`src/rtl/l2d_pkg.sv`:
```
package l2d_pkg;

  // line geometry
  localparam int BANK_COUNT = 8;
  localparam int WORD_W     = 32;
  localparam int BYTE_COUNT = 4;

  // set addressing
  localparam int INDEX_W    = 8;
  localparam int SET_COUNT  = 256; // 2**INDEX_W

  // read lines waiting for the response port
  localparam int RESP_DEPTH = 4;

  typedef logic [WORD_W-1:0]              word_t;
  typedef logic [INDEX_W-1:0]             index_t;
  typedef logic [$clog2(BANK_COUNT)-1:0]  bank_sel_t;
  typedef logic [BYTE_COUNT-1:0]          ben_t;

  // bank 0 sits in the low word
  typedef word_t [BANK_COUNT-1:0] line_t;

  // request as it arrives on the valid/ready port
  typedef struct packed {
    logic      write;
    index_t    index;
    bank_sel_t begin_bank;
    bank_sel_t end_bank;
    ben_t      begin_ben;
    ben_t      end_ben;
    line_t     data;       // word b goes to bank b
  } l2d_req_t;

  // command broadcast to every bank
  typedef struct packed {
    index_t                  index;
    logic [BANK_COUNT-1:0]   wen;
    ben_t [BANK_COUNT-1:0]   ben;
    line_t                   data;
  } l2d_cmd_t;

endpackage

```
`src/rtl/l2d_resp_queue.sv`:
```
module l2d_resp_queue (
  input  logic           clk,
  input  logic           rst,
  input  logic           cmd_read,
  input  l2d_pkg::line_t bank_words,
  input  logic           rsp_ready,
  output logic           room,
  output logic           rsp_valid,
  output l2d_pkg::line_t rsp_data
);

  l2d_pkg::line_t fifo [l2d_pkg::RESP_DEPTH];

  logic [$clog2(l2d_pkg::RESP_DEPTH)-1:0]   wr_ptr;
  logic [$clog2(l2d_pkg::RESP_DEPTH)-1:0]   rd_ptr;
  logic [$clog2(l2d_pkg::RESP_DEPTH+1)-1:0] count;
  logic [$clog2(l2d_pkg::RESP_DEPTH+1)-1:0] pending;

  logic read_d1; // bank address registered
  logic read_d2; // bank words valid
  logic push;
  logic pop;

  assign push = read_d2;
  assign pop  = rsp_valid && rsp_ready;

  assign rsp_valid = (count != '0);
  assign rsp_data  = fifo[rd_ptr];

  // queued lines plus reads still in the pipe
  assign pending = count + cmd_read + read_d1 + read_d2;
  assign room    = (pending < l2d_pkg::RESP_DEPTH);

  always_ff @(posedge clk) begin
    if (rst) begin
      read_d1 <= 1'b0;
      read_d2 <= 1'b0;
      wr_ptr  <= '0;
      rd_ptr  <= '0;
      count   <= '0;
    end else begin
      read_d1 <= cmd_read;
      read_d2 <= read_d1;
      if (push) begin
        wr_ptr <= wr_ptr + 1'b1;
      end
      if (pop) begin
        rd_ptr <= rd_ptr + 1'b1;
      end
      case ({push, pop})
        2'b10:   count <= count + 1'b1;
        2'b01:   count <= count - 1'b1;
        default: count <= count;
      endcase
    end
  end

  // never full on a push, room keeps a slot for every read in flight
  always_ff @(posedge clk) begin
    if (push) begin
      fifo[wr_ptr] <= bank_words;
    end
  end

endmodule

```
`config.mk`:
```
export PLATFORM = sky130hd
export DESIGN_NAME = l2d_resp_queue
export DESIGN_NICKNAME = d
export VERILOG_FILES = /design/src/rtl/l2d_pkg.sv /design/src/rtl/l2d_resp_queue.sv
export SDC_FILE = /design/constraint.sdc
export NUM_CORES = 1
export LEC_CHECK = 0
export CORE_ASPECT_RATIO = 1.75
export CORE_MARGIN = 5
export CORE_UTILIZATION = 41
export CTS_BUF_LIST = sky130_fd_sc_hd__clkbuf_8
export CTS_CLUSTER_DIAMETER = 60
export DETAILED_ROUTE_END_ITERATION = 8
export DONT_BUFFER_PORTS = 1
export PLACE_DENSITY_LB_ADDON = 0.12
export SETUP_SLACK_MARGIN = 0.05
export SYNTH_ARGS = -nofsm -noshare
export SYNTH_HDL_FRONTEND = slang
export SYNTH_SLANG_ARGS = --single-unit
```
`constraint.sdc`:
```
create_clock -name clk -period 17.6 [get_ports clk]
set_clock_uncertainty 0.05 [all_clocks]
set_input_delay 4.4 -clock clk [delete_from_list [all_inputs] [get_ports clk]]
set_output_delay 4.4 -clock clk [all_outputs]
set_load 0.005 [all_outputs]
```
==> reports/results.tsv <==
metric	value	unit
path_clk_slew	0.06	ns
crit_top_cell	inv_1	
powerDensity	123	nW/um^2
nets	1783	
status	completed	
vias	15000	
hold_start	read_d1$_SDFF_PP0_	
layoutNonFillerInstCount	2821	
hpwl	49800	um
setup_viol	0	
hold_viol	0	
antenna_found_initial	1	
relSlewSlack	0.291	
crit_start	cmd_read	
clock_latency	0.82	ns
die_y	411	um
holdWs	0.435	ns
path_class	in2out	
synth-simple-area-share	0.00206	
crit_end	room	
rsz0062_at_grt	false	
drt_wl_total	80300	um
syn_nets	1663	
cts_sinks	1035	
cts_root_buf	clkbuf_8	
fin_util	0.454	
ios	518	
detail_route.wl_per_cell	28.5	um
ff2ff_setup_slack	13.96	ns
power	5.13	mW
muxShareOfSynthArea	0.153	
crit_arrival	5.56	ns
critPathSlowestCell	fa_1	
port_buffers	0	
numCtsBuffers	152	
final_layout_size_suffix_gt1_frac	0.292	
die_x	239	um
core	91600	sq um
cts_hold_repair.buffers	0	
p_leak	12.5	nW
avgSynthCellArea	27.1	sq um
grt_pass1_wl	116000	um
drv_slew	0	
drcViolationCount	0	
synth_top_family_by_area	multiplexers	
rr_startpoint	wr_ptr[0]$_SDFFE_PP0P_	
cts_htree_levels	4	
yosysSeqAreaShare	0.821	
ys_types	25	
post-route-period-util	0.569	
hold_path.class	reg2reg	
syn_area	37700	sq um
synth_seq_cells	1035	
min_path_cells	1	
clockBufferDepth	3	
start_kind	primary input	
initial_core_util	0.412	
ant_nets	0	
cts_setup_buffers	0	
rows	147	
path_cells	inv_1 > fa_1 > inv_1 > ha_1 > a31oi_1 > xor2_1	
cts_resized	0	
dr.pass1.iters	5	
cp.required	13.15	ns
dpl-instance-area	38800	sq um
grt.total_usage	0.162	
n_fill_cell	7647	
max_freq	0.0999	GHz
ir_drop	0.0947	mV
slowest_delay	0.41	ns
drv_cap	0	
synthAdderAreaFrac	0.00305	
gr-total-overflow	0	
synth_compound_area_frac	0.00103	
worst-r2r-cell-count	5	
ys_warn_count	0	
pre_cts_ws	7.58	ns
area_delta_synth_final	10.1	%
die_area	98400	sq um
synthCells	1395	
regToRegEndpoint	fifo[2][82]$_DFFE_PP_	
end_kind	output port	
period_needed	10.01	ns
grt_pass1_vias	16600	
fin_area	41600	sq um
final.setup.tns	0	ns
grt_max_degree	101	
fin_ws	7.59	ns
cts_tree	done	
vias_per_cell	5.32	
drt_iter0_drc	719	
dp.cells	2553	
synth_xor_area_frac	0.00139	
cp_max_fo	2	
worst_slew_pin_slew	1.06	ns
gp_congestion	0.726	
## Yosys cell counts
| library cell | instances | share of area |
|---|---|---|
| nor2_1 | 9 | 0.00090 |
| o311ai_0 | 1 | 0.00023 |
| nor2b_1 | 1 | 0.00017 |
| buf_6 | 1 | 0.00030 |
| inv_1 | 9 | 0.00090 |
| dfxtp_1 | 11 | 0.0058 |
| buf_1 | 1 | 0.000099 |
| ha_1 | 6 | 0.0020 |
| o31a_1 | 1 | 0.00023 |
| a21oi_1 | 2 | 0.00027 |
| and2_1 | 4 | 0.00066 |
| a31oi_1 | 1 | 0.00017 |
| mux4_2 | 256 | 0.15 |
| buf_8 | 5 | 0.0020 |
| fa_1 | 2 | 0.0011 |
| xnor2_1 | 2 | 0.00046 |
| xor2_1 | 4 | 0.00093 |
| buf_4 | 1 | 0.00020 |
| edfxtp_1 | 1024 | 0.81 |
| or3_1 | 2 | 0.00033 |
| mux2i_1 | 1 | 0.00027 |
| o21ai_0 | 1 | 0.00013 |
| buf_2 | 25 | 0.0033 |
| buf_12 | 22 | 0.012 |
| clkbuf_1 | 3 | 0.00030 |
## flip-flops by register name, summed over array words and instances, names as in the netlist, named ones only
name,flops
push,1
rd_ptr,2
count,3
read_d1,1
wr_ptr,2
fifo,1024
## kinds of logic after synthesis
| kind of cell | Yosys count |
|---|---|
| flops | 1035 |
| fa+ha+maj | 8 |
| simple gates | 16 |
| buf+inv | 67 |
| compound gates | 6 |
| xor+xnor | 6 |
| mux | 257 |
## worst max-delay path: cells and delay by family
family,cells,cell delay (ns)
XOR/XNOR,1,0.22
AO/OA/AOI/OAI,1,0.21
buffers and inverters,2,0.12
adder cells (fa/ha/maj),2,0.63
## layout make-up
| type | count | area (sq um) | share of cell area |
|---|---|---|---|
| clock buffers | 158 | 2170 | 0.0523 |
| diodes | 1 | 2.50 | 0.0000602 |
| well taps | 1192 | 1490 | 0.0359 |
| repair buffers | 24 | 193 | 0.00464 |
| inverters | 9 | 33.8 | 0.000813 |
| clock inverters | 109 | 619 | 0.0149 |
| multi-input cells | 293 | 6070 | 0.146 |
| flip-flops and latches | 1035 | 31000 | 0.745 |
## power by group
group	switching [mW]	leakage [nW]	internal (mW)	total [mW]
registers	0.0265	9.34	2.74	2.77
logic	0.297	1.58	0.274	0.572
clock network	0.893	1.59	0.896	1.79
## how the worst min path moves through the flow
stage | end
after floorplan | push$_SDFF_PP0_
after global placement | push$_SDFF_PP0_
after detailed placement | push$_SDFF_PP0_
after CTS | push$_SDFF_PP0_
after global routing | push$_SDFF_PP0_
final | push$_SDFF_PP0_
## routing by layer
metal	wire, um	track usage	vias to the layer above
met1	27600	0.174	7984
met2	39500	0.258	574
met5	0	0	-
met3	11200	0.104	141
li1	-	-	6305
met4	2110	0.0585	0
## cells in the final DEF (no fill, tap or decap), drive strengths merged, types with 6 or more instances in the layout
| cell type | n |
|---|---|
| clkbuf | 158 |
| buf | 24 |
| ha | 6 |
| clkinv | 51 |
| nor2 | 9 |
| mux4 | 256 |
| edfxtp | 1024 |
| inv | 60 |
| dfxtp | 11 |
Note: power is estimated with default switching activity, not from simulation.
