<file path="src/rtl/l2d_pkg.sv">
package l2d_pkg;

  // line geometry
  localparam int BANK_COUNT = 8;
  localparam int WORD_W     = 32;
  localparam int BYTE_COUNT = 4;

  // set addressing
  localparam int INDEX_W    = 8;
  localparam int SET_COUNT  = 256; // 2**INDEX_W

  // read lines waiting for the response port
  localparam int RESP_DEPTH = 4;

  typedef logic [WORD_W-1:0]              word_t;
  typedef logic [INDEX_W-1:0]             index_t;
  typedef logic [$clog2(BANK_COUNT)-1:0]  bank_sel_t;
  typedef logic [BYTE_COUNT-1:0]          ben_t;

  // bank 0 sits in the low word
  typedef word_t [BANK_COUNT-1:0] line_t;

  // request as it arrives on the valid/ready port
  typedef struct packed {
    logic      write;
    index_t    index;
    bank_sel_t begin_bank;
    bank_sel_t end_bank;
    ben_t      begin_ben;
    ben_t      end_ben;
    line_t     data;       // word b goes to bank b
  } l2d_req_t;

  // command broadcast to every bank
  typedef struct packed {
    index_t                  index;
    logic [BANK_COUNT-1:0]   wen;
    ben_t [BANK_COUNT-1:0]   ben;
    line_t                   data;
  } l2d_cmd_t;

endpackage

</file>
<file path="src/rtl/l2d_req_decode.sv">
module l2d_req_decode (
  input  logic                clk,
  input  logic                rst,
  input  logic                req_valid,
  input  l2d_pkg::l2d_req_t   req,
  input  logic                room,
  output logic                req_ready,
  output l2d_pkg::l2d_cmd_t   cmd,
  output logic                cmd_read
);

  logic                                   accept;
  logic [l2d_pkg::BANK_COUNT-1:0]         wen_next;
  l2d_pkg::ben_t [l2d_pkg::BANK_COUNT-1:0] ben_next;

  // ready only while the response queue can take one more read
  assign req_ready = room;
  assign accept    = req_valid && room;

  // begin/end range to per-bank write enables and byte masks
  always_comb begin
    l2d_pkg::bank_sel_t sel;
    logic               is_begin;
    logic               is_end;

    for (int b = 0; b < l2d_pkg::BANK_COUNT; b++) begin
      sel      = l2d_pkg::bank_sel_t'(b);
      is_begin = (sel == req.begin_bank);
      is_end   = (sel == req.end_bank);

      // empty range when begin is past end
      wen_next[b] = req.write &&
                    (sel >= req.begin_bank) &&
                    (sel <= req.end_bank);

      if (is_begin && is_end) begin
        ben_next[b] = req.begin_ben & req.end_ben; // single-bank write
      end else if (is_begin) begin
        ben_next[b] = req.begin_ben;
      end else if (is_end) begin
        ben_next[b] = req.end_ben;
      end else begin
        ben_next[b] = '1; // inner banks take the whole word
      end
    end
  end

  always_ff @(posedge clk) begin
    if (rst) begin
      cmd.wen  <= '0;
      cmd_read <= 1'b0;
    end else begin
      cmd.wen  <= accept ? wen_next : '0;
      cmd_read <= accept && !req.write;
    end

    // payload follows the accepted request
    if (accept) begin
      cmd.index <= req.index;
      cmd.ben   <= ben_next;
      cmd.data  <= req.data;
    end
  end

endmodule

</file>
<file path="config.mk">
export PLATFORM = sky130hd
export DESIGN_NAME = l2d_req_decode
export DESIGN_NICKNAME = d
export VERILOG_FILES = /design/src/rtl/l2d_pkg.sv /design/src/rtl/l2d_req_decode.sv
export SDC_FILE = /design/constraint.sdc
export NUM_CORES = 1
export LEC_CHECK = 0
export BUFFER_PORTS_ARGS = -buffer_cell sky130_fd_sc_hd__buf_2
export CELL_PAD_IN_SITES_DETAIL_PLACEMENT = 2
export CELL_PAD_IN_SITES_GLOBAL_PLACEMENT = 2
export CORE_AREA = 3 3 225 227
export CTS_CLUSTER_DIAMETER = 40
export DETAILED_ROUTE_END_ITERATION = 8
export DIE_AREA = 0 0 228 230
export PLACE_DENSITY_LB_ADDON = 0.15
export SLEW_MARGIN = 10
export SYNTH_ARGS = -nofsm -noshare
export SYNTH_HDL_FRONTEND = slang
export SYNTH_SLANG_ARGS = --single-unit
</file>
<file path="constraint.sdc">
create_clock -name clk -period 12.6 [get_ports clk]
set_clock_uncertainty 0.1 [all_clocks]
set_input_delay 1.26 -clock clk [delete_from_list [all_inputs] [get_ports clk]]
set_output_delay 1.26 -clock clk [all_outputs]
set_load 0.02 [all_outputs]
</file>
==> impl_metrics.env <==
export IMPL_slew_headroom=0.298
export IMPL_cts_made_buffers=60
export IMPL_drc_errors=0
export IMPL_p_leak_nw=6.29
export IMPL_routed_wl_um=37300
export IMPL_placed_cell_area_sq_mm=0.0134
export IMPL_stdcell_area_sq_mm=0.0153
export IMPL_max_cap_viol_count=0
export IMPL_syn_area_per_cell_sq_um=25.3
export IMPL_grt_busiest_layer="met2"
export IMPL_p_int_mw=2.25
export IMPL_syn_cell_area_sq_mm=0.00966
export IMPL_ys_warn_count=0
export IMPL_end_kind="flop"
export IMPL_min_path_type="input port to flop"
export IMPL_synth_cells=382
export IMPL_drive_gt1_frac=0.646
export IMPL_grt_use_met2=0.247
export IMPL_p_clk_frac=0.509
export IMPL_place_congestion=0.788
export IMPL_setup_tns_final_ns=0
export IMPL_start_util=0.198
export IMPL_cts_root_buf="clkbuf_16"
export IMPL_syn_nets=665
export IMPL_dieArea_sq_mm=0.0524
export IMPL_dr_total_vias=6466
export IMPL_ir_worst_vdd_mv=0.0920
export IMPL_dpl_hpwl_um=28100
export IMPL_synth_seq_cells=305
export IMPL_p_per_area_mw_per_mm2=192
export IMPL_arrival_ns=3.20
export IMPL_p_sw_frac=0.237
export IMPL_tightest_slew_ns=1.05
export IMPL_synth_distinct_cells=26
export IMPL_first_pass_iters=4
export IMPL_grt_overflow_total=0
export IMPL_drt_iter0_markers=367
export IMPL_fmax_ghz=0.322
export IMPL_wl_per_cell_um=21.5
export IMPL_numPortBuffers=588
export IMPL_grt_pass1_vias=7141
export IMPL_num_rows=81
export IMPL_grt_max_degree=152
export IMPL_cts_sinks=305
export IMPL_die_w_um=228
export IMPL_period_minus_slack_ns=3.11
export IMPL_htree_levels=2
export IMPL_ant_nets=0
export IMPL_fin_nets=1304
export IMPL_postCtsSetupBuffers=0
export IMPL_worst_setup_path_start_kind="input port"
export IMPL_crit_fanout=74
export IMPL_postCtsHoldBufs=0
export IMPL_area_growth_pct=58.5
export IMPL_grtUsageMet3=0.0611
export IMPL_rsz0062_at_grt="no"
export IMPL_cts_path_max_buffers=3
export IMPL_maxSlewViolCount=0
export IMPL_cts_reportedPaths_clkPinSlew_ns=0.05
export IMPL_routed_via_density=3.73
export IMPL_io_pins=589
export IMPL_tritoncts="yes"
export IMPL_status="complete, no violations"
export IMPL_post_place_ws_ns=8.88
export IMPL_gr_usage_met1=0.137
export IMPL_worst_ep_required_time_ns=12.69
export IMPL_setup_viol=0
export IMPL_finalHoldViolCount=0
export IMPL_seqPwrFrac=0.409
export IMPL_power_switching_mw=0.698
export IMPL_worst_slack_ns=9.49
export IMPL_grt_pass1_wl_um=51900
export IMPL_antenna_found_initial=5
export IMPL_core_sq_mm=0.0488
export IMPL_ctsResizeCount=0
export IMPL_critPathKind="input port to flop"
export IMPL_fin_crit_sh=0.247
export IMPL_combPwrFrac=0.082
export IMPL_track_usage=0.136
export IMPL_die_h_um=230
export IMPL_ys_seq_area_frac=0.939
export IMPL_power_mw=2.95
[cell usage in the layout (no fill, tap or decap), types with 3 or more instances in the layout]
cell | Yosys | layout
buf_2 | 1 | 588
bufinv_16 | 0 | 5
clkbuf_1 | 0 | 9
clkbuf_16 | 0 | 61
clkinv_1 | 0 | 9
clkinv_2 | 0 | 11
clkinv_4 | 0 | 8
clkinvlp_4 | 0 | 4
dfxtp_1 | 9 | 9
edfxtp_1 | 296 | 296
nand3b_1 | 6 | 6
nor2_1 | 3 | 3
o22a_1 | 30 | 30
or3b_1 | 3 | 3
or3b_4 | 3 | 3
[synthesized netlist by cell type]
master | count | area, sq um
dfxtp_1 | 9 | 180
buf_6 | 1 | 11.3
a211oi_2 | 1 | 12.5
or3b_1 | 3 | 26.3
nor4b_1 | 1 | 8.76
o22a_1 | 30 | 263
nand4b_2 | 1 | 15.0
nor3_1 | 1 | 5.00
inv_1 | 1 | 3.75
and2_1 | 1 | 6.26
o22a_2 | 2 | 20.0
edfxtp_1 | 296 | 8890
nand2_1 | 2 | 7.51
nor2_1 | 3 | 11.3
or3_1 | 1 | 6.26
buf_4 | 3 | 22.5
buf_2 | 1 | 5.00
nor4bb_1 | 1 | 10.0
nand3b_1 | 6 | 45.0
a21oi_1 | 1 | 5.00
buf_1 | 8 | 30.0
nor3b_1 | 2 | 15.0
a2111oi_0 | 1 | 8.76
or3b_4 | 3 | 33.8
nand3_1 | 2 | 10.0
or3_4 | 1 | 11.3
[critical path, cell delays in order]
cell	delay (ns)
buf_2	0.11
and2_4	0.77
buf_4	0.88
[metrics by stage]
step | util | instances | hold slack, ns
after detailed placement | 0.274 | 1623 | 1.34
final | 0.314 | 1734 | 0.754
after floorplan | - | 382 | 1.24
after global routing | 0.314 | 1734 | 0.709
after global placement | 0.274 | 1623 | 1.34
after CTS | 0.313 | 1732 | 0.702
[power groups by stage]
stage,combinational (mW),sequential (mW),clock [mW]
floorplan,0.0271,1.32,0
global placement,0.246,1.22,0
detailed placement,0.248,1.23,0
CTS,0.249,1.21,1.55
global route,0.257,1.21,1.59
finish,0.242,1.21,1.50
[state kept, by name (all words and copies together), names as in the netlist]
register	cells
cmd_read	1
cmd	304
[layer usage]
metal	routed length, um	part of all wire
met4	891	0.024
met2	20000	0.54
met5	43	0.0012
met1	12700	0.34
met3	3580	0.096
[final timing paths]
check,startpoint,end,cells after the start
max,room,cmd[231],3
min,req[186],cmd[186],1
[final cells by class]
cell class                      instances  area [sq um]
Sequential cell                       305          9070
Timing Repair Buffer                  590          2970
Fill cell                            5167         33500
Tap cell                              664           831
Multi-Input combinational cell         63           523
Antenna cell                            2          5.00
Inverter                                1          3.75
Clock buffer                           70          1560
Clock inverter                         39           357
[cell families (layout without fill, tap and decap cells)]
logic type	after synthesis	count (layout)	synth area share
buf+inv	14	700	0.00751
other cells	0	2	0
simple gates	28	28	0.0219
flops	305	305	0.939
compound gates	35	35	0.0320
Note: power is estimated with default switching activity, not from simulation.
